## config.mk

```make
export PLATFORM = sky130hd
export DESIGN_NAME = copper_exec
export DESIGN_NICKNAME = d
export VERILOG_FILES = /design/src/common/copper_isa_pkg.sv /design/src/common/video_bus_pkg.sv /design/src/copper/copper_exec.sv
export SDC_FILE = /design/constraint.sdc
export NUM_CORES = 1
export LEC_CHECK = 0
export ABC_AREA = 1
export BUFFER_PORTS_ARGS = -buffer_cell sky130_fd_sc_hd__buf_4
export CAP_MARGIN = 40
export CORE_ASPECT_RATIO = 0.6
export CORE_UTILIZATION = 40
export CTS_CLUSTER_DIAMETER = 200
export DETAILED_ROUTE_END_ITERATION = 8
export HOLD_SLACK_MARGIN = 0.1
export PLACE_DENSITY_LB_ADDON = 0.1
export SLEW_MARGIN = 20
export SYNTH_ARGS = -nofsm -noshare
export SYNTH_HDL_FRONTEND = slang
export SYNTH_SLANG_ARGS = --single-unit
```

## constraint.sdc

```tcl
create_clock -name clk -period 3.8 [get_ports clk]
set_input_delay 0.76 -clock clk [delete_from_list [all_inputs] [get_ports clk]]
set_output_delay 0.76 -clock clk [all_outputs]
set_load 0.05 [all_outputs]
```

## src/common/copper_isa_pkg.sv

```systemverilog
package copper_isa_pkg;

    // width of the argument field in the even word
    localparam int COP_ARG_W = 14;

    // one word of copper memory, as the host writes it
    typedef logic [15:0] cop_word_t;

    typedef enum logic [1:0] {
        OP_END   = 2'd0,
        OP_WAITV = 2'd1,
        OP_MOVE  = 2'd2,
        OP_JUMP  = 2'd3
    } cop_op_t;

    // even word in the upper half, odd word in the lower half
    typedef struct packed {
        cop_op_t                op;
        logic [COP_ARG_W-1:0]   arg;
        cop_word_t              data;
    } cop_instr_t;

    // an END pair, the contents of memory before the host loads anything
    localparam cop_word_t COP_END_EVEN = 16'h0000;
    localparam cop_word_t COP_END_ODD  = 16'h0003;

endpackage

```

## src/common/video_bus_pkg.sv

```systemverilog
package video_bus_pkg;

    localparam int LINE_W = 10;

    // current raster line from the video timing generator
    typedef logic [LINE_W-1:0] line_t;

    // host word write, addr bit 0 picks the even or odd half
    typedef struct packed {
        logic [15:0]    addr;
        logic [15:0]    data;
    } host_wr_t;

    // write into the video register file
    typedef struct packed {
        logic [7:0]     num;
        logic [15:0]    data;
    } reg_wr_t;

endpackage

```

## src/copper/copper_exec.sv

```systemverilog
`timescale 1ns/1ps

module copper_exec #(
    parameter int AWIDTH = 8
) (
    input  logic                                clk,
    input  logic                                arst_n_i,
    input  logic                                frame_start_i,
    input  video_bus_pkg::line_t                line_i,
    input  copper_isa_pkg::cop_word_t [1:0]     rd_data_i,
    output logic [AWIDTH-1:0]                   rd_addr_o,
    output video_bus_pkg::reg_wr_t              reg_wr_o,
    output logic                                reg_wr_stb_o
);

    import copper_isa_pkg::*;

    typedef enum logic [1:0] {
        ST_HALT,
        ST_FETCH,
        ST_EXEC
    } state_t;

    state_t             state;
    logic [AWIDTH-1:0]  pc;
    cop_instr_t         instr;
    logic               line_reached;
    logic               move_go;

    // even half carries opcode and argument, odd half the data
    assign instr = cop_instr_t'({rd_data_i[0], rd_data_i[1]});

    assign line_reached = COP_ARG_W'(line_i) >= instr.arg;

    // a frame start wins over whatever the current instruction does
    assign move_go = (state == ST_EXEC) && (instr.op == OP_MOVE) && !frame_start_i;

    // memory read address follows pc, data is valid one cycle after fetch
    assign rd_addr_o = pc;

    always_ff @(posedge clk or negedge arst_n_i) begin
        if (!arst_n_i) begin
            state        <= ST_HALT;
            pc           <= '0;
            reg_wr_stb_o <= 1'b0;
        end else begin
            reg_wr_stb_o <= move_go;
            if (frame_start_i) begin
                pc    <= '0;
                state <= ST_FETCH;
            end else begin
                case (state)
                    ST_HALT: begin
                        state <= ST_HALT;
                    end
                    ST_FETCH: begin
                        state <= ST_EXEC;
                    end
                    ST_EXEC: begin
                        case (instr.op)
                            OP_END: begin
                                state <= ST_HALT;
                            end
                            OP_WAITV: begin
                                // hold in execute until the beam gets there
                                if (line_reached) begin
                                    pc    <= pc + 1'b1;
                                    state <= ST_FETCH;
                                end
                            end
                            OP_MOVE: begin
                                pc    <= pc + 1'b1;
                                state <= ST_FETCH;
                            end
                            OP_JUMP: begin
                                pc    <= instr.arg[AWIDTH-1:0];
                                state <= ST_FETCH;
                            end
                            default: begin
                                state <= ST_HALT;
                            end
                        endcase
                    end
                    default: begin
                        state <= ST_HALT;
                    end
                endcase
            end
        end
    end

    // register write payload, qualified by reg_wr_stb_o
    always_ff @(posedge clk) begin
        if (move_go) begin
            reg_wr_o.num  <= instr.arg[7:0];
            reg_wr_o.data <= instr.data;
        end
    end

endmodule

```

==> impl_metrics.env, run 1 <==
export IMPL_status="finished, final reports clean"
export IMPL_io_pins=78
export IMPL_antenna_found_initial=0
export IMPL_slew_violations=0
export IMPL_powerDensity_nw_per_um2=371
export IMPL_setup_tns_ns=0
export IMPL_postCtsResizedCells=0
export IMPL_synth_warnings=0
export IMPL_hold_path_class="in -> async"
export IMPL_grt_usage_pct=16.8
export IMPL_cts_tree="built"
export IMPL_rows=18
export IMPL_slew_headroom_pct=78.2
export IMPL_wirelength_mm=3.95
export IMPL_clkTransAtPathRegs_ns=0.07
export IMPL_yosysUniqueCellTypes=25
export IMPL_syn_area_um2=1820
export IMPL_syn_avg_cell_area_um2=9.93
export IMPL_wire_per_inst_um=12.0
export IMPL_cts_max_level=2
export IMPL_cts_max_path_buffers=2
export IMPL_syn_inst=183
export IMPL_end_kind="primary output"
export IMPL_cts_setup_buffers=0
export IMPL_cts_sinks=35
export IMPL_final_common_cell="buf_4"
export IMPL_finalPower_mw=0.961
export IMPL_die_w_um=89.0
export IMPL_cpMaxStageDelayCell="dfrtp_1"
export IMPL_hold_violations=0
export IMPL_die_area_um2=4820
export IMPL_crit_required_ns=3.04
export IMPL_fmax_mhz=559
export IMPL_io_buffers=77
export IMPL_overflow=0
export IMPL_first_iter_violations=77
export IMPL_finalCriticalPeriod_ns=1.79
export IMPL_cts_made_buffers=5
export IMPL_rsz0062_at_grt="no"
export IMPL_antennaDiodeCount=0
export IMPL_mostFrequentLayoutCells="buf_4 (78), nand2_1 (47), inv_1 (26)"
export IMPL_path_cells="buf_4"
export IMPL_ys_seq_elements=35
export IMPL_finalSetupViolCount=0
export IMPL_drtAntennaViolNets=0
export IMPL_clock_skew_ns=0.00422
export IMPL_synthesis_nets=239
export IMPL_crit_family="flip-flops"
export IMPL_cap_violations=0
export IMPL_cts_hold_buf=0
export IMPL_critPathKind="reg -> out"
export IMPL_start_util_pct=42.9
export IMPL_synth_seq_area_share_pct=54.8
export IMPL_root_buffer="clkbuf_8"
export IMPL_nNetsFinal=323
export IMPL_hpwlAfterDp_mm=3.10
export IMPL_coreArea_um2=4230
export IMPL_p_leak_nw=1.25
export IMPL_grt_pass1_vias=1196
export IMPL_die_y_um=54.2
export IMPL_drc=0
export IMPL_first_pass_iters=5
export IMPL_worst_ep_arrival_time_ns=1.03
export IMPL_routed_via_density=4.40
export IMPL_layout_drive_gt1_share_pct=39.2
export IMPL_clock_latency_ns=0.28
export IMPL_fin_crit_sh_pct=47.1
export IMPL_startpoint_type="flop"
export IMPL_grt_pass1_wl_mm=5.71
export IMPL_path_buf_inv=1
export IMPL_slowest_delay_ns=0.49
export IMPL_grt_max_degree=26
export IMPL_vias=1443
export IMPL_irDropWorstVdd_uv=231
export IMPL_path_max_fanout=7
export IMPL_syn_to_final_growth_pct=42.5
export IMPL_worstMarginPinSlew_ns=0.327
export IMPL_gp_congestion=0.806
-- area by class of cell --
class                   count  area (µm²)
well taps                  60        75.1
multi-input cells         118         708
repair buffers             78         586
flip-flops and latches     35         996
clock inverters             3        38.8
fillers                   380        1650
inverters                  29         116
clock buffers               5        68.8
-- metal layers --
layer	routed length [µm]	vias to the layer above	part of all wire, %	global-route usage, %
met1	2100	609	53	25.6
met2	1480	66	37	21.9
met4	19	0	0.48	5.56
met5	0	-	0	0
met3	354	3	9.0	5.21
li1	-	765	-	-
-- logic make-up after synthesis --
logic type               after synthesis  share of synthesized area [%]
buffers and inverters                 30                           7.02
AND/OR/NAND/NOR                       87                           23.9
XOR/XNOR                               3                           1.45
flip-flops                            35                           54.8
AO/OA/AOI/OAI                         17                           5.23
adder cells (fa/ha/maj)               11                           7.58
-- where the power goes --
| group | internal, mW | total (mW) | leakage [nW] | switching [mW] |
|---|---|---|---|---|
| clock network | 0.192 | 0.320 | 0.0556 | 0.128 |
| registers | 0.423 | 0.441 | 0.361 | 0.0179 |
| logic | 0.0796 | 0.200 | 0.837 | 0.120 |
| total | 0.694 | 0.961 | 1.25 | 0.266 |
-- cells in the mapped netlist, drive strengths merged --
master	number	area share, %
nand2	55	13
xor2	1	0.48
xnor2	2	0.96
buf	1	0.62
a21oi	9	2.5
o21ai	6	1.7
ha	11	7.6
edfxtp	24	40
nand3b	3	1.2
inv	27	5.7
dfrtp	11	15
clkinv	2	0.69
nand3	11	4.4
a211oi	2	1.1
nor4	1	0.34
nor2	17	5.2
-- through the flow --
step / cell area (µm²) / setup slack (ns) / util [%] / hold WS [ns] / cells
finish: 2590 / 2.01 / 61.1 / 0.296 / 328
global route: 2590 / 1.87 / 61.1 / 0.297 / 328
CTS: 2590 / 2.02 / 61.1 / 0.296 / 328
detailed placement: 2480 / 1.74 / 58.6 / 0.521 / 320
global placement: 2480 / 1.75 / 58.6 / 0.531 / 320
floorplan: 1820 / 1.01 / - / 0.464 / 183
-- flip-flops by register name (all words and copies together), names as in the netlist --
register / count
rd_addr_o: 8
state: 2
reg_wr_stb_o: 1
reg_wr_o: 24
-- worst paths after layout --
kind,slack [ns],start,depth (start not counted),endpoint
worst max-delay path,2.01,rd_addr_o[4],1,rd_addr_o[4]
worst min-delay path,0.30,arst_n_i,1,reg_wr_stb_o
worst max register to register,2.37,state[0],4,reg_wr_o[20]
worst min register to register,0.54,rd_addr_o[7],2,rd_addr_o[7]
max in group asynchronous,3.35,arst_n_i,1,state[0]
min in group clk,0.54,rd_addr_o[7],2,rd_addr_o[7]
Note: power is estimated with default switching activity, not from simulation.
==> inputs of run 2 (changes only) <==
==> constraint.sdc (replaced) <==
create_clock -name clk -period 1.6 [get_ports clk]
set_input_delay 0.32 -clock clk [delete_from_list [all_inputs] [get_ports clk]]
set_output_delay 0.32 -clock clk [all_outputs]
set_load 0.05 [all_outputs]
==> impl_metrics.env, run 2 (synthesis results as in run 1) <==
export IMPL_status="finished, final reports clean"
export IMPL_path_depth=7
export IMPL_post_route_util_pct=62.4
export IMPL_nNetsFinal=328
export IMPL_ff2ff_path_depth=7
export IMPL_finalSetupViolCount=0
export IMPL_first_pass_iters=4
export IMPL_place_inst=324
export IMPL_overflow=0
export IMPL_antenna_found_initial=0
export IMPL_first_iter_violations=56
export IMPL_fmax_mhz=727
export IMPL_wirelength_mm=4.00
export IMPL_path_max_fanout=5
export IMPL_io_buffers=77
export IMPL_fill_cells=370
export IMPL_irDropWorstVdd_uv=515
export IMPL_final_common_cell="buf_4"
export IMPL_path_buf_inv=0
export IMPL_crit_required_ns=1.78
export IMPL_root_buffer="clkbuf_8"
export IMPL_clock_skew_ns=0.00518
export IMPL_drtAntennaViolNets=0
export IMPL_postCtsResizedCells=0
export IMPL_hold_path_class="in -> reg"
export IMPL_die_y_um=54.2
export IMPL_vias=1513
export IMPL_cts_max_path_buffers=2
export IMPL_layout_drive_gt1_share_pct=40.3
export IMPL_cts_max_level=2
export IMPL_r2r_start="rd_addr_o[0]"
export IMPL_fin_crit_sh_pct=85.9
export IMPL_slew_violations=0
export IMPL_syn_to_final_growth_pct=45.5
export IMPL_die_w_um=89.0
export IMPL_powerDensity_nw_per_um2=866
export IMPL_fin_cells=333
export IMPL_cap_violations=0
export IMPL_routed_via_density=4.54
export IMPL_top_register="reg_wr_o"
export IMPL_finalCriticalPeriod_ns=1.37
export IMPL_grt_pass1_vias=1327
export IMPL_wire_per_inst_um=12.0
export IMPL_hold_ws_ns=0.209
export IMPL_worstMarginPinSlew_ns=0.257
export IMPL_setup_tns_ns=0
export IMPL_worst_ep_arrival_time_ns=1.55
export IMPL_startpoint_type="flop"
export IMPL_reg2reg_to="rd_addr_o[6]"
export IMPL_largest_register_ffs=24
export IMPL_grt_max_degree=26
export IMPL_io_pins=78
export IMPL_path_cells="ha_1 > nand3_1 > o21ai_0 > nand3_1 > nand2_1 > nand3b_1 > nand2_1"
export IMPL_antennaDiodeCount=0
export IMPL_grt_usage_pct=18.2
export IMPL_slew_headroom_pct=82.7
export IMPL_clkTransAtPathRegs_ns=0.07
export IMPL_crit_end="rd_addr_o[6]"
export IMPL_end_kind="flop"
export IMPL_finalPower_mw=2.29
export IMPL_clock_latency_ns=0.28
export IMPL_crit_family="simple AND/OR/NAND/NOR gates"
export IMPL_start_util_pct=42.9
export IMPL_cts_tree="built"
export IMPL_rsz0062_at_grt="no"
export IMPL_grt_pass1_wl_mm=6.24
export IMPL_die_area_um2=4820
export IMPL_drc=0
export IMPL_cts_made_buffers=5
export IMPL_mostFrequentLayoutCells="buf_4 (81), nand2_1 (47), inv_1 (26)"
export IMPL_slowest_delay_ns=0.41
export IMPL_cts_sinks=35
export IMPL_gp_congestion=0.790
export IMPL_crit_start="rd_addr_o[0]"
export IMPL_rrSetupSlack_ns=0.23
export IMPL_p_leak_nw=1.28
export IMPL_cpMaxStageDelayCell="dfrtp_2"
export IMPL_hpwlAfterDp_mm=3.24
export IMPL_rows=18
export IMPL_critPathKind="reg -> reg"
export IMPL_hold_violations=0
export IMPL_coreArea_um2=4230
run 2: through the flow:
step	area [µm²]	setup slack, ns
detailed placement	2520	-0.0341
floorplan	1830	-0.185
global route	2640	0.0784
global placement	2520	-0.0224
finish	2640	0.225
CTS	2640	0.233
run 2: cell type report:
| type | instances | area (µm²) | area share (%) |
|---|---|---|---|
| inverters | 29 | 116 | 4.40 |
| repair buffers | 83 | 638 | 24.1 |
| well taps | 60 | 75.1 | 2.84 |
| clock inverters | 3 | 38.8 | 1.47 |
| flip-flops and latches | 35 | 997 | 37.7 |
| multi-input cells | 118 | 708 | 26.8 |
| clock buffers | 5 | 68.8 | 2.60 |
run 2: per-layer routing:
metal  wire (µm)  up-vias  track usage, %
met3         275        3            4.45
met4          18        0            5.56
met5           0        -               0
met1        2020      688            26.9
met2        1690       46            26.4
li1            -      776               -
run 2: where the power goes:
group | internal (mW) | switching [mW] | total (mW)
Sequential | 1.01 | 0.0424 | 1.05
Clock | 0.456 | 0.312 | 0.768
Combinational | 0.196 | 0.277 | 0.473
run 2: worst min-delay path by stage:
stage	depth (start not counted)	startpoint	slack, ns	end
floorplan	0	arst_n_i	0.02	rd_addr_o[0]
global placement	1	arst_n_i	0.17	reg_wr_stb_o
detailed placement	1	arst_n_i	0.17	reg_wr_stb_o
CTS	1	rd_data_i[28]	0.20	reg_wr_o[12]
global route	1	rd_data_i[18]	0.20	reg_wr_o[2]
finish	1	rd_data_i[28]	0.21	reg_wr_o[12]
run 2: timing repair:
item / CTS / global route
hold buffers: 1 / 0
setup buffers: 0 / 0
hold endpoints to repair: 11 / 0
==> inputs of run 3 (changes only) <==
--- a/config.mk
+++ b/config.mk
@@ -13,7 +13,7 @@
 export CTS_CLUSTER_DIAMETER = 200
 export DETAILED_ROUTE_END_ITERATION = 8
 export HOLD_SLACK_MARGIN = 0.1
-export PLACE_DENSITY_LB_ADDON = 0.1
+export PLACE_DENSITY = 0.72
 export SLEW_MARGIN = 20
 export SYNTH_ARGS = -nofsm -noshare
 export SYNTH_HDL_FRONTEND = slang
==> impl_metrics.env, run 3 (synthesis results as in run 1) <==
export IMPL_status="finished, final reports clean"
export IMPL_die_y_um=54.2
export IMPL_finish_instance_area_um2=2670
export IMPL_antenna_found_initial=0
export IMPL_hold_ws_ns=0.207
export IMPL_place_inst=324
export IMPL_grt_busiest_layer="met2"
export IMPL_met1_usage_pct=24.6
export IMPL_startpoint_type="flop"
export IMPL_overflow=0
export IMPL_intPower_mw=1.82
export IMPL_cts_max_level=2
export IMPL_finalCriticalPeriod_ns=1.42
export IMPL_seqCellArea_um2=997
export IMPL_cpMaxStageDelayCell="dfrtp_1"
export IMPL_post_dp_cell_area_um2=2520
export IMPL_irDropWorstVdd_uv=456
export IMPL_worstMarginPinSlew_ns=0.265
export IMPL_wirelength_mm=4.00
export IMPL_first_pass_iters=5
export IMPL_cts_tree="built"
export IMPL_hold_path_class="in -> reg"
export IMPL_start_util_pct=42.9
export IMPL_root_buffer="clkbuf_8"
export IMPL_routed_via_density=4.55
export IMPL_sw_frac_of_total_pct=25.7
export IMPL_slowest_delay_ns=0.40
export IMPL_largest_register_ffs=24
export IMPL_grt_util_met3_pct=5.98
export IMPL_end_kind="flop"
export IMPL_p_comb_share_pct=19.1
export IMPL_p_leak_nw=1.29
export IMPL_grt_pass1_vias=1400
export IMPL_antennaDiodeCount=0
export IMPL_grt_max_degree=26
export IMPL_multi_input_area_um2=708
export IMPL_layout_drive_gt1_share_pct=40.3
export IMPL_io_pins=78
export IMPL_drc=0
export IMPL_rows=18
export IMPL_io_buffers=77
export IMPL_top_register="reg_wr_o"
export IMPL_cts_max_path_buffers=2
export IMPL_grt_pass1_wl_mm=6.34
export IMPL_coreArea_um2=4230
export IMPL_fin_cells=333
export IMPL_hpwlAfterDp_mm=3.20
export IMPL_critPathKind="reg -> reg"
export IMPL_crit_required_ns=1.78
export IMPL_cts_setup_buffers=0
export IMPL_hold_violations=0
export IMPL_slew_violations=0
export IMPL_crit_start="rd_addr_o[1]"
export IMPL_path_cells="ha_1 > nand3_1 > o21ai_0 > nand3_1 > nand2_1 > nand3b_1 > nand2_1"
export IMPL_worst_ep_arrival_time_ns=1.60
export IMPL_wire_per_inst_um=12.0
export IMPL_power_share_clock_pct=38.1
export IMPL_die_area_um2=4820
export IMPL_switchingPower_mw=0.632
export IMPL_globalRouteMet2Util_pct=29.4
export IMPL_fin_crit_sh_pct=88.5
export IMPL_finalSetupViolCount=0
export IMPL_fmax_mhz=706
export IMPL_cap_violations=0
export IMPL_hold_path_startpoint="rd_data_i[24]"
export IMPL_mostFrequentLayoutCells="buf_4 (81), nand2_1 (47), inv_1 (26)"
export IMPL_clock_latency_ns=0.28
export IMPL_die_w_um=89.0
export IMPL_path_max_fanout=4
export IMPL_cts_made_buffers=5
export IMPL_syn_to_final_growth_pct=46.8
export IMPL_final_common_cell="buf_4"
export IMPL_vias=1514
export IMPL_post_route_util_pct=63.0
export IMPL_drtAntennaViolNets=0
export IMPL_powerDensity_nw_per_um2=920
export IMPL_nNetsFinal=328
export IMPL_r2r_start="rd_addr_o[1]"
export IMPL_slew_headroom_pct=82.2
export IMPL_grt_usage_pct=18.6
export IMPL_cts_sinks=35
export IMPL_clock_skew_ns=0.00345
export IMPL_seqPwrFrac_pct=42.7
export IMPL_rsz0062_at_grt="no"
export IMPL_clkTransAtPathRegs_ns=0.07
export IMPL_gp_congestion=0.855
export IMPL_first_iter_violations=52
export IMPL_fill_cells=358
-- run 3: routing by layer --
metal | part of all wire (%) | vias to the layer above
met4 | 0.58 | 0
met2 | 43 | 63
li1 | - | 768
met1 | 47 | 679
met5 | 0 | -
met3 | 10 | 4
-- run 3: cell type report --
class                           count  share of cell area [%]
Clock buffer                        6                    2.72
Sequential cell                    35                    37.4
Clock inverter                      2                    2.25
Inverter                           29                    4.36
Tap cell                           60                    2.81
Multi-Input combinational cell    118                    26.5
Timing Repair Buffer               83                    23.9
-- run 3: critical path, delay by kind of cell, from the launching register on --
family,cells,cell delay (ns)
and+or+nand+nor,5,0.50
AOI/OAI and AO/OA,1,0.19
adders and majority gates,1,0.22
DFF,1,0.40
-- run 3: final timing paths --
| check | to | slack (ns) | cells past startpoint |
|---|---|---|---|
| min in group asynchronous | state[1] | 0.40 | 2 |
| max in group asynchronous | rd_addr_o[0] | 1.03 | 2 |
| min | reg_wr_o[8] | 0.21 | 1 |
| min reg2reg | state[1] | 0.53 | 3 |
| max reg2reg | rd_addr_o[6] | 0.18 | 7 |
| max | rd_addr_o[6] | 0.18 | 7 |
-- run 3: through the flow --
step	setup WS (ns)	power (mW)	TNS, ns
after global routing	0.0499	2.57	0
final	0.184	2.46	0
after global placement	-0.0304	1.53	-0.106
after floorplan	-0.185	1.34	-4.44
after detailed placement	-0.0389	1.54	-0.188
after CTS	0.222	2.49	0
-- run 3: repair_timing --
item,in CTS,in global routing
hold endpoints to repair,11,0
hold buffers,1,0
resized for setup,0,0
-- run 3: power groups by stage --
stage / logic, mW / clock network [mW] / registers, mW
6_report: 0.470 / 0.936 / 1.05
5_1_grt: 0.519 / 0.994 / 1.05
2_1_floorplan: 0.177 / 0 / 1.16
4_1_cts: 0.476 / 0.966 / 1.05
3_5_place_dp: 0.472 / 0 / 1.07
3_3_place_gp: 0.464 / 0 / 1.07
