File: src/common/copper_isa_pkg.sv
package copper_isa_pkg;

    // width of the argument field in the even word
    localparam int COP_ARG_W = 14;

    // one word of copper memory, as the host writes it
    typedef logic [15:0] cop_word_t;

    typedef enum logic [1:0] {
        OP_END   = 2'd0,
        OP_WAITV = 2'd1,
        OP_MOVE  = 2'd2,
        OP_JUMP  = 2'd3
    } cop_op_t;

    // even word in the upper half, odd word in the lower half
    typedef struct packed {
        cop_op_t                op;
        logic [COP_ARG_W-1:0]   arg;
        cop_word_t              data;
    } cop_instr_t;

    // an END pair, the contents of memory before the host loads anything
    localparam cop_word_t COP_END_EVEN = 16'h0000;
    localparam cop_word_t COP_END_ODD  = 16'h0003;

endpackage

File: src/common/video_bus_pkg.sv
package video_bus_pkg;

    localparam int LINE_W = 10;

    // current raster line from the video timing generator
    typedef logic [LINE_W-1:0] line_t;

    // host word write, addr bit 0 picks the even or odd half
    typedef struct packed {
        logic [15:0]    addr;
        logic [15:0]    data;
    } host_wr_t;

    // write into the video register file
    typedef struct packed {
        logic [7:0]     num;
        logic [15:0]    data;
    } reg_wr_t;

endpackage

File: src/hw/cop_host_port.sv
`timescale 1ns/1ps

module cop_host_port #(
    parameter int AWIDTH = 8
) (
    input  logic                        clk,
    input  logic                        arst_n_i,
    input  video_bus_pkg::host_wr_t     host_wr_i,
    input  logic                        host_wr_stb_i,
    output logic [1:0]                  wr_en_o,
    output logic [AWIDTH-1:0]           wr_addr_o,
    output copper_isa_pkg::cop_word_t   wr_data_o
);

    logic odd_sel;

    assign odd_sel = host_wr_i.addr[0];

    // one enable per half, at most one high per cycle
    always_ff @(posedge clk or negedge arst_n_i) begin
        if (!arst_n_i) begin
            wr_en_o <= 2'b00;
        end else begin
            wr_en_o[0] <= host_wr_stb_i && !odd_sel;
            wr_en_o[1] <= host_wr_stb_i && odd_sel;
        end
    end

    // word address above bit 0 is the pair index, shared by both halves
    always_ff @(posedge clk) begin
        if (host_wr_stb_i) begin
            wr_addr_o <= host_wr_i.addr[AWIDTH:1];
            wr_data_o <= host_wr_i.data;
        end
    end

endmodule

File: config.mk
export PLATFORM = sky130hd
export DESIGN_NAME = cop_host_port
export DESIGN_NICKNAME = d
export VERILOG_FILES = /design/src/common/copper_isa_pkg.sv /design/src/common/video_bus_pkg.sv /design/src/hw/cop_host_port.sv
export SDC_FILE = /design/constraint.sdc
export NUM_CORES = 1
export LEC_CHECK = 0
export BUFFER_PORTS_ARGS = -buffer_cell sky130_fd_sc_hd__buf_2
export CAP_MARGIN = 10
export CORE_UTILIZATION = 40
export DETAILED_ROUTE_END_ITERATION = 8
export PLACE_DENSITY_LB_ADDON = 0.1
export SYNTH_ARGS = -nofsm -noshare
export SYNTH_HDL_FRONTEND = slang
export SYNTH_SLANG_ARGS = --single-unit
File: constraint.sdc
create_clock -name clk -period 0.9 [get_ports clk]
set_input_delay 0.18 -clock clk [delete_from_list [all_inputs] [get_ports clk]]
set_output_delay 0.18 -clock clk [all_outputs]
set_load 0.005 [all_outputs]
==> key figures, run 1 <==
Setup path
  • Critical path arrival: 0.83 ns
  • Cell family with most CP delay: flip-flops
  • Kind of critical path: reg2out
  • Worst Setup Start Kind: flip-flop
  • Critical-path cell with the highest stage delay: sky130_fd_sc_hd__edfxtp_1
  • Combined buffer and inverter count along the critical path: 1
  • Crit end category: output pin
  • Highest net fanout along the worst path: 1
  • Largest stage delay, worst path: 0.39 ns
  • Critical Path, Cell by Cell: buf_2
  • Worst Path Required: 0.72 ns

Synthesis
  • Most common cell in the synthesized netlist: sky130_fd_sc_hd__edfxtp_1
  • Number of cells produced by synthesis: 28
  • Share of synthesized registers carrying an async set or reset: 7.69%
  • Average size of a mapped cell: 28.1 um^2
  • Syn_nets: 63
  • Prevailing post-synth register cell: sky130_fd_sc_hd__edfxtp_1
  • Portion of synthesized cell area occupied by the leading cell type: 91.6%
  • Synthesis Warnings: 0
  • Summed instance area of the synthesized netlist: 787 um^2
  • Most numerous cell types in the synthesized netlist: sky130_fd_sc_hd__edfxtp_1 (24), sky130_fd_sc_hd__dfrtp_1 (2), sky130_fd_sc_hd__and2_2 (1), sky130_fd_sc_hd__and2b_2 (1)
  • Seq cells post-synth: 26
  • Share of synthesized area occupied by flip-flops and latches: 97.9%
  • Yosys top cell by area: sky130_fd_sc_hd__edfxtp_1
  • Leading post-synthesis cells by cell area: sky130_fd_sc_hd__edfxtp_1 (92%), sky130_fd_sc_hd__dfrtp_1 (6.4%), sky130_fd_sc_hd__and2b_2 (1.1%)
  • Distinct cells, synth: 4
  • Count of flip-flops with a built-in enable after synthesis: 24

Hold path
  • Hold path endpoint: wr_data_o[12]
  • Hold path startpoint: host_wr_i[12]
  • Classification of the worst-slack hold path: in2reg
  • Worst hold stages: 1

Global route
  • Via count of the first global-routing pass: 369
  • Overflow after GRT: 0
  • Initial antenna violation count: 0
  • Total routing resource utilization after global routing: 10.1%
  • Largest net degree at the start of global routing: 26
  • Global-route wire length before repair: 1430 um

Detailed routing
  • Routed len/inst: 10.3 um
  • Violation count after the first detailed-routing iteration: 6
  • First-pass iteration count of the detailed router: 4
  • Per-cell via count in the routed design: 4.09
  • Detail Route Antenna Nets: 0
  • Total length of routed wires: 1160 um
  • # DRC: 0
  • Number of vias after detailed routing: 458

Clock tree
  • Maximum count of clock buffers along a single path: 2
  • Clock-pin slew on the worst setup and hold paths: 0.12 ns
  • TritonCTS clock tree: yes
  • Number of buffers added for setup after CTS: 0
  • Cts bufs inserted: 3
  • Clock Sinks: 26
  • Root Buffer Master: sky130_fd_sc_hd__clkbuf_4
  • H-tree lvl count: 1
  • Resized cells post-CTS: 0

Pwr
  • Clk pwr share: 22.2%
  • Fraction of power spent switching nets: 18.6%
  • Internal: 1.70 mW
  • Power Density: 1840 nW/um^2
  • IR Drop Worst-Case VDD: 0.00127 V
  • Proportion of power drawn by combinational gates: 9.1%
  • Sequential fraction of design power: 68.6%
  • Total net switching power: 390 uW
  • Static Leakage: 0.508 nW
  • Total Power Consumption: 2.09 mW

STA
  • Minimum clock period: 1.01 ns
  • Unrepaired setup endpoints after global routing: yes
  • Max Clk Rate: 0.994 GHz
  • Measured slew at the worst slew-check pin: 0.125 ns
  • Tightest hold margin: 0.0439 ns
  • Slew headroom: 91.7%
  • Worst Slack Setup Final: -0.106 ns
  • Final total negative setup slack: -2.20 ns
  • Total of endpoints with negative setup slack in the final report: 26
  • Number of hold-slack violations in the final timing report: 0
  • Post-route fraction of the period consumed by the critical path: 112%
  • Final Slew Violations: 0

Layout
  • Ratio of cells with drive above 1 in the final layout: 67.8%
  • Final #Nets: 123
  • Area growth syn-to-layout: 44.8%
  • Finished Core Util: 63.9%
  • Diode insertion count for antenna repair: 0
  • Non-filler cells in the finished layout: 112

Floorplan
  • Total Die Area: 2150 um^2
  • I/O pin total: 61
  • Horizontal die dimension: 46.4 um
  • Die boundary height: 46.4 um
  • Initial cell density of the core: 44.1%
  • Placeable core region: 1780 um^2
  • Row Count: 15

Status
  • Violated checks: negative setup slack
  • Status: complete, but fails checks

Place
  • Placer Congestion: 0.696
  • Number of port buffers: 53
  • Total instance count after detailed placement: 107

Job
  • Max cap viols: 0
## metrics by stage
step                setup WS (ns)  instance area, um^2
floorplan                   0.365                  787
global placement            0.124                 1100
detailed placement          0.119                 1100
CTS                        -0.128                 1140
global route               -0.151                 1140
finish                     -0.106                 1140
## cell families (layout without fill, tap and decap cells)
family,count (synthesis),count (layout),synth area share [%]
simple gates,2,2,2.07
buf+inv,0,59,0
flops,26,26,97.9
## flip-flops by register name, indices dropped and copies added, names as in the netlist
signal     cells
wr_data_o     16
wr_en_o        2
wr_addr_o      8
## power by group through the flow
stage               Clock [mW]  Sequential, mW  Combinational, mW
floorplan                    0            1.49            0.00432
global placement             0            1.47              0.188
detailed placement           0            1.47              0.191
CTS                      0.489            1.44              0.194
global route             0.519            1.45              0.213
finish                   0.466            1.44              0.191
## layout make-up
cell class / instances / area, um^2
Multi-Input combinational cell: 2 / 16.3
Sequential cell: 26 / 771
Tap cell: 25 / 31.3
Clock buffer: 4 / 26.3
Timing Repair Buffer: 55 / 295
Fill cell: 149 / 643
## worst max-delay path by stage
stage | start | depth (start not counted) | end | slack [ns]
6_report | wr_data_o[11] | 1 | wr_data_o[11] | -0.11
5_1_grt | wr_addr_o[5] | 1 | wr_addr_o[5] | -0.15
4_1_cts | wr_data_o[9] | 1 | wr_data_o[9] | -0.13
3_5_place_dp | host_wr_stb_i | 2 | wr_addr_o[5] | 0.12
3_3_place_gp | host_wr_stb_i | 2 | wr_addr_o[5] | 0.12
2_1_floorplan | wr_addr_o[0] | 0 | wr_addr_o[0] | 0.36
## placed cells by master (no fill, tap or decap)
cell	instances
sky130_fd_sc_hd__clkbuf_1	1
sky130_fd_sc_hd__dfrtp_1	2
sky130_fd_sc_hd__dlygate4sd3_1	1
sky130_fd_sc_hd__buf_2	53
sky130_fd_sc_hd__and2_2	1
sky130_fd_sc_hd__buf_12	1
sky130_fd_sc_hd__and2b_2	1
sky130_fd_sc_hd__clkbuf_4	3
sky130_fd_sc_hd__edfxtp_1	24
## timing repair
action / in CTS / in global routing
hold endpoints to repair: 2 / 0
hold buffers: 1 / 0
setup endpoints to repair: 26 / 26
## routing by layer
metal,part of all wire [%],vias to the layer above,GRT usage (%)
met4,0,0,5.29
met2,55,28,19.2
met1,35,204,8.95
li1,-,226,-
met5,0,-,0
met3,9.7,0,3.53
(Power assumes the default switching activity.)
==> inputs of run 2 (changes only) <==
==> constraint.sdc (replaced) <==
create_clock -name clk -period 1.2 [get_ports clk]
set_input_delay 0.24 -clock clk [delete_from_list [all_inputs] [get_ports clk]]
set_output_delay 0.24 -clock clk [all_outputs]
set_load 0.005 [all_outputs]
==> key figures, run 2 (synthesis results as in run 1) <==
Status
  • Status: complete, no violations

Setup path
  • Highest net fanout along the worst path: 1
  • Kind of critical path: reg2out
  • Critical path arrival: 0.82 ns
  • Largest stage delay, worst path: 0.38 ns
  • Crit end category: output pin
  • Combined buffer and inverter count along the critical path: 1
  • Worst Setup Start Kind: flip-flop
  • Critical Path, Cell by Cell: buf_2
  • Critical-path cell with the highest stage delay: sky130_fd_sc_hd__edfxtp_1
  • Worst Path Required: 0.96 ns
  • Cell family with most CP delay: flip-flops

Layout
  • Number of flip-flops in the largest register: 16
  • Diode insertion count for antenna repair: 0
  • Area growth syn-to-layout: 45.5%
  • Register with the most flip-flops: wr_data_o
  • Most common cell after layout, fill and taps aside: sky130_fd_sc_hd__buf_2
  • Largest registers: wr_data_o: 16 flops, wr_addr_o: 8 flops, wr_en_o: 2 flops
  • Final #Nets: 124
  • Ratio of cells with drive above 1 in the final layout: 69.3%
  • Commonest non-fill, non-tap cells in the layout: sky130_fd_sc_hd__buf_2 (53), sky130_fd_sc_hd__edfxtp_1 (24), sky130_fd_sc_hd__clkbuf_4 (3)

Floorplan
  • Horizontal die dimension: 46.4 um
  • Initial cell density of the core: 44.1%
  • Total Die Area: 2150 um^2
  • I/O pin total: 61
  • Die boundary height: 46.4 um
  • Placeable core region: 1780 um^2
  • Row Count: 15

Pwr
  • Clk pwr share: 25.1%
  • Power Density: 1420 nW/um^2
  • Internal: 1.33 mW
  • Total net switching power: 293 uW
  • Proportion of power drawn by combinational gates: 8.6%
  • IR Drop Worst-Case VDD: 0.00103 V
  • Sequential fraction of design power: 66.3%
  • Fraction of power spent switching nets: 18.1%
  • Static Leakage: 0.514 nW

Hold path
  • Classification of the worst-slack hold path: in2reg

STA
  • Number of hold-slack violations in the final timing report: 0
  • Unrepaired setup endpoints after global routing: no
  • Measured slew at the worst slew-check pin: 0.180 ns
  • Slew headroom: 88.0%
  • Tightest hold margin: 0.100 ns
  • Final total negative setup slack: 0 ns
  • Total of endpoints with negative setup slack in the final report: 0
  • Max Clk Rate: 0.944 GHz
  • Post-route fraction of the period consumed by the critical path: 88.2%
  • Final Slew Violations: 0
  • Minimum clock period: 1.06 ns
  • Worst Slack Setup Final: 0.141 ns

Detailed routing
  • Number of vias after detailed routing: 459
  • Per-cell via count in the routed design: 4.06
  • # DRC: 0
  • Violation count after the first detailed-routing iteration: 1
  • Routed len/inst: 9.57 um
  • First-pass iteration count of the detailed router: 2
  • Total length of routed wires: 1080 um
  • Detail Route Antenna Nets: 0

Clock tree
  • H-tree lvl count: 1
  • Root Buffer Master: sky130_fd_sc_hd__clkbuf_4
  • Clock-pin slew on the worst setup and hold paths: 0.12 ns
  • Cts hold-fix bufs: 1
  • Resized cells post-CTS: 0
  • Clock Sinks: 26
  • Maximum count of clock buffers along a single path: 2
  • TritonCTS clock tree: yes
  • Number of buffers added for setup after CTS: 0
  • Cts bufs inserted: 3

Place
  • Number of port buffers: 53
  • Placer Congestion: 0.680
  • Worst setup slack before clock tree synthesis: 0.337 ns

Job
  • Max cap viols: 0

Global route
  • Via count of the first global-routing pass: 370
  • Largest net degree at the start of global routing: 16
  • Total routing resource utilization after global routing: 10.7%
  • Overflow after GRT: 0
  • Global-route wire length before repair: 1460 um
  • Initial antenna violation count: 0
## run 2: cell count changes in the layout (fill, tap and decap cells not counted), sizes merged
cell / previous run / this run
buf: 54 / 55
## run 2: metal layers
| layer | global-route usage [%] | vias up | part of all wire, % | wire length, um |
|---|---|---|---|---|
| li1 | - | 229 | - | - |
| met3 | 4.31 | 0 | 8.1 | 88 |
| met1 | 9.97 | 202 | 37 | 401 |
| met4 | 8.82 | 0 | 0 | 0 |
| met2 | 18.1 | 28 | 55 | 591 |
| met5 | 0 | - | 0 | 0 |
## run 2: layout make-up
cell class                 instances  area [um^2]
clock buffer                       4         36.3
fill                             129          638
multi-input combinational          2         16.3
sequential                        26          771
tap                               25         31.3
timing repair buffer              56          290
## run 2: path summary, 6_finish.rpt
kind	from	to	slack, ns	depth (start not counted)
setup / recovery	wr_addr_o[4]	wr_addr_o[4]	0.14	1
hold / removal	host_wr_i[14]	wr_data_o[14]	0.10	1
max in group asynchronous	arst_n_i	wr_en_o[0]	0.88	2
min in group asynchronous	arst_n_i	wr_en_o[1]	0.23	2
## run 2: power by group through the flow
| stage | logic [mW] | clock network [mW] | registers [mW] |
|---|---|---|---|
| floorplan | 0.00324 | 0 | 1.11 |
| global placement | 0.138 | 0 | 1.10 |
| detailed placement | 0.139 | 0 | 1.10 |
| CTS | 0.142 | 0.428 | 1.08 |
| global route | 0.156 | 0.460 | 1.09 |
| finish | 0.139 | 0.408 | 1.08 |
## run 2: metrics by stage
step | total power [mW] | util, % | std cells | area, um^2
3_5_place_dp | 1.24 | 61.6 | 108 | 1100
5_1_grt | 1.70 | 64.2 | 113 | 1140
6_report | 1.62 | 64.2 | 113 | 1140
3_3_place_gp | 1.24 | 61.6 | 108 | 1100
4_1_cts | 1.65 | 64.2 | 113 | 1140
2_1_floorplan | 1.12 | - | 28 | 787
==> inputs of run 3 (changes only) <==
--- a/config.mk
+++ b/config.mk
@@ -7,7 +7,7 @@
 export LEC_CHECK = 0
 export BUFFER_PORTS_ARGS = -buffer_cell sky130_fd_sc_hd__buf_2
 export CAP_MARGIN = 10
-export CORE_UTILIZATION = 40
+export CORE_UTILIZATION = 37
 export DETAILED_ROUTE_END_ITERATION = 8
 export PLACE_DENSITY_LB_ADDON = 0.1
 export SYNTH_ARGS = -nofsm -noshare
==> constraint.sdc (replaced) <==
create_clock -name clk -period 1 [get_ports clk]
set_input_delay 0.2 -clock clk [delete_from_list [all_inputs] [get_ports clk]]
set_output_delay 0.2 -clock clk [all_outputs]
set_load 0.01 [all_outputs]
==> key figures, run 3 (synthesis results as in run 1) <==
Status
  • Status: complete, but fails checks
  • Violated checks: negative setup slack

STA
  • Max Clk Rate: 0.954 GHz
  • Final Slew Violations: 0
  • Measured slew at the worst slew-check pin: 0.126 ns
  • Number of hold-slack violations in the final timing report: 0
  • Post-route fraction of the period consumed by the critical path: 105%
  • Minimum clock period: 1.05 ns
  • Slew headroom: 91.6%
  • Worst Slack Setup Final: -0.0485 ns
  • Unrepaired setup endpoints after global routing: yes
  • Total of endpoints with negative setup slack in the final report: 26
  • Final total negative setup slack: -0.636 ns

Pwr
  • Static Leakage: 0.525 nW
  • Clk pwr share: 24.8%
  • Total net switching power: 396 uW
  • IR Drop Worst-Case VDD: 0.00115 V
  • Fraction of power spent switching nets: 19.7%
  • Total Power Consumption: 2.01 mW
  • Proportion of power drawn by combinational gates: 10.8%
  • Internal: 1.61 mW
  • Power Density: 1700 nW/um^2
  • Sequential fraction of design power: 64.4%

Place
  • Total instance count after detailed placement: 110
  • Placed Instance Area: 1130 um^2
  • Number of port buffers: 53
  • Placer Congestion: 0.657

Floorplan
  • Placeable core region: 1980 um^2
  • Total Die Area: 2320 um^2
  • Die boundary height: 48.1 um
  • Horizontal die dimension: 48.1 um
  • Initial cell density of the core: 39.7%
  • I/O pin total: 61
  • Row Count: 16

Detailed routing
  • Violation count after the first detailed-routing iteration: 4
  • # DRC: 0
  • First-pass iteration count of the detailed router: 2
  • Total length of routed wires: 1220 um
  • Detail Route Antenna Nets: 0
  • Per-cell via count in the routed design: 4.04
  • Routed len/inst: 10.6 um
  • Number of vias after detailed routing: 465

Global route
  • Via count of the first global-routing pass: 387
  • Total routing resource utilization after global routing: 10.7%
  • Largest net degree at the start of global routing: 15
  • Initial antenna violation count: 0
  • Overflow after GRT: 0
  • Global-route wire length before repair: 1550 um

Clock tree
  • Clock Sinks: 26
  • Maximum count of clock buffers along a single path: 2
  • Number of buffers added for setup after CTS: 0
  • Cts bufs inserted: 3
  • H-tree lvl count: 1
  • TritonCTS clock tree: yes
  • Clock-pin slew on the worst setup and hold paths: 0.13 ns
  • Root Buffer Master: sky130_fd_sc_hd__clkbuf_4

Setup path
  • Critical path arrival: 0.85 ns
  • Largest stage delay, worst path: 0.39 ns
  • Worst Setup Start Kind: flip-flop
  • Crit end category: output pin
  • Kind of critical path: reg2out
  • Cell family with most CP delay: flip-flops
  • Combined buffer and inverter count along the critical path: 1
  • Highest net fanout along the worst path: 1
  • Worst Path Required: 0.80 ns
  • Critical Path, Cell by Cell: buf_2
  • Critical-path cell with the highest stage delay: sky130_fd_sc_hd__edfxtp_1

Layout
  • Non-filler cells in the finished layout: 115
  • Ratio of cells with drive above 1 in the final layout: 69.3%
  • Most common cell after layout, fill and taps aside: sky130_fd_sc_hd__buf_2
  • Combined area of the multi-input logic cells: 16.3 um^2
  • Diode insertion count for antenna repair: 0
  • Largest registers: wr_data_o: 16 flops, wr_addr_o: 8 flops, wr_en_o: 2 flops
  • Commonest non-fill, non-tap cells in the layout: sky130_fd_sc_hd__buf_2 (52), sky130_fd_sc_hd__edfxtp_1 (24), sky130_fd_sc_hd__clkbuf_4 (3)
  • Area growth syn-to-layout: 49.8%
  • Number of filler cells placed in the layout: 153
  • Register with the most flip-flops: wr_data_o
  • Final Instance Area: 1180 um^2
  • Number of flip-flops in the largest register: 16
  • Final #Nets: 124
  • Sequential standard cell area: 771 um^2

Hold path
  • Classification of the worst-slack hold path: in2reg

Job
  • Max cap viols: 0
## run 3: changes by cell type in the layout (fill, tap and decap cells not counted)
cell	change
sky130_fd_sc_hd__buf_12	+2
sky130_fd_sc_hd__buf_2	-1
sky130_fd_sc_hd__buf_4	-2
sky130_fd_sc_hd__buf_6	+1
## run 3: path summary, 6_finish.rpt
path | slack [ns] | endpoint | cells past startpoint | start
max | -0.05 | wr_data_o[9] | 1 | wr_data_o[9]
min | 0.06 | wr_data_o[2] | 1 | host_wr_i[2]
max in group asynchronous | 0.72 | wr_en_o[1] | 2 | arst_n_i
min in group asynchronous | 0.19 | wr_en_o[0] | 2 | arst_n_i
## run 3: final cells by class
type,instances,share of cell area [%]
clock buffers,4,3.08
multi-input cells,2,1.38
flip-flops and latches,26,65.4
well taps,27,2.87
repair buffers,56,27.3
## run 3: power by group through the flow
stage,Combinational (mW),Clock [mW],Sequential [mW]
4_1_cts,0.220,0.517,1.29
2_1_floorplan,0.00389,0,1.37
6_report,0.217,0.497,1.29
5_1_grt,0.241,0.557,1.30
3_3_place_gp,0.214,0,1.32
3_5_place_dp,0.217,0,1.32
## run 3: metrics by stage
stage | utilization (%) | hold slack, ns | worst slack [ns]
final | 59.5 | 0.0562 | -0.0485
after floorplan | - | -0.0956 | 0.406
after global routing | 59.5 | 0.0332 | -0.107
after global placement | 56.8 | -0.0143 | 0.212
after detailed placement | 56.8 | -0.0123 | 0.200
after CTS | 59.2 | 0.0416 | -0.0669
## run 3: timing repair
item                                    4_1_cts  5_1_grt
endpoints found under the setup margin       26       26
hold endpoints to repair                      2        0
resized for setup                             0        1
hold buffers                                  1        0
## run 3: metal layers
layer,share of wire (%),up-vias,track usage (%)
met2,55,31,18.9
li1,-,228,-
met1,34,206,10.5
met3,10,0,2.96
met4,0,0,8.33
met5,0,-,0
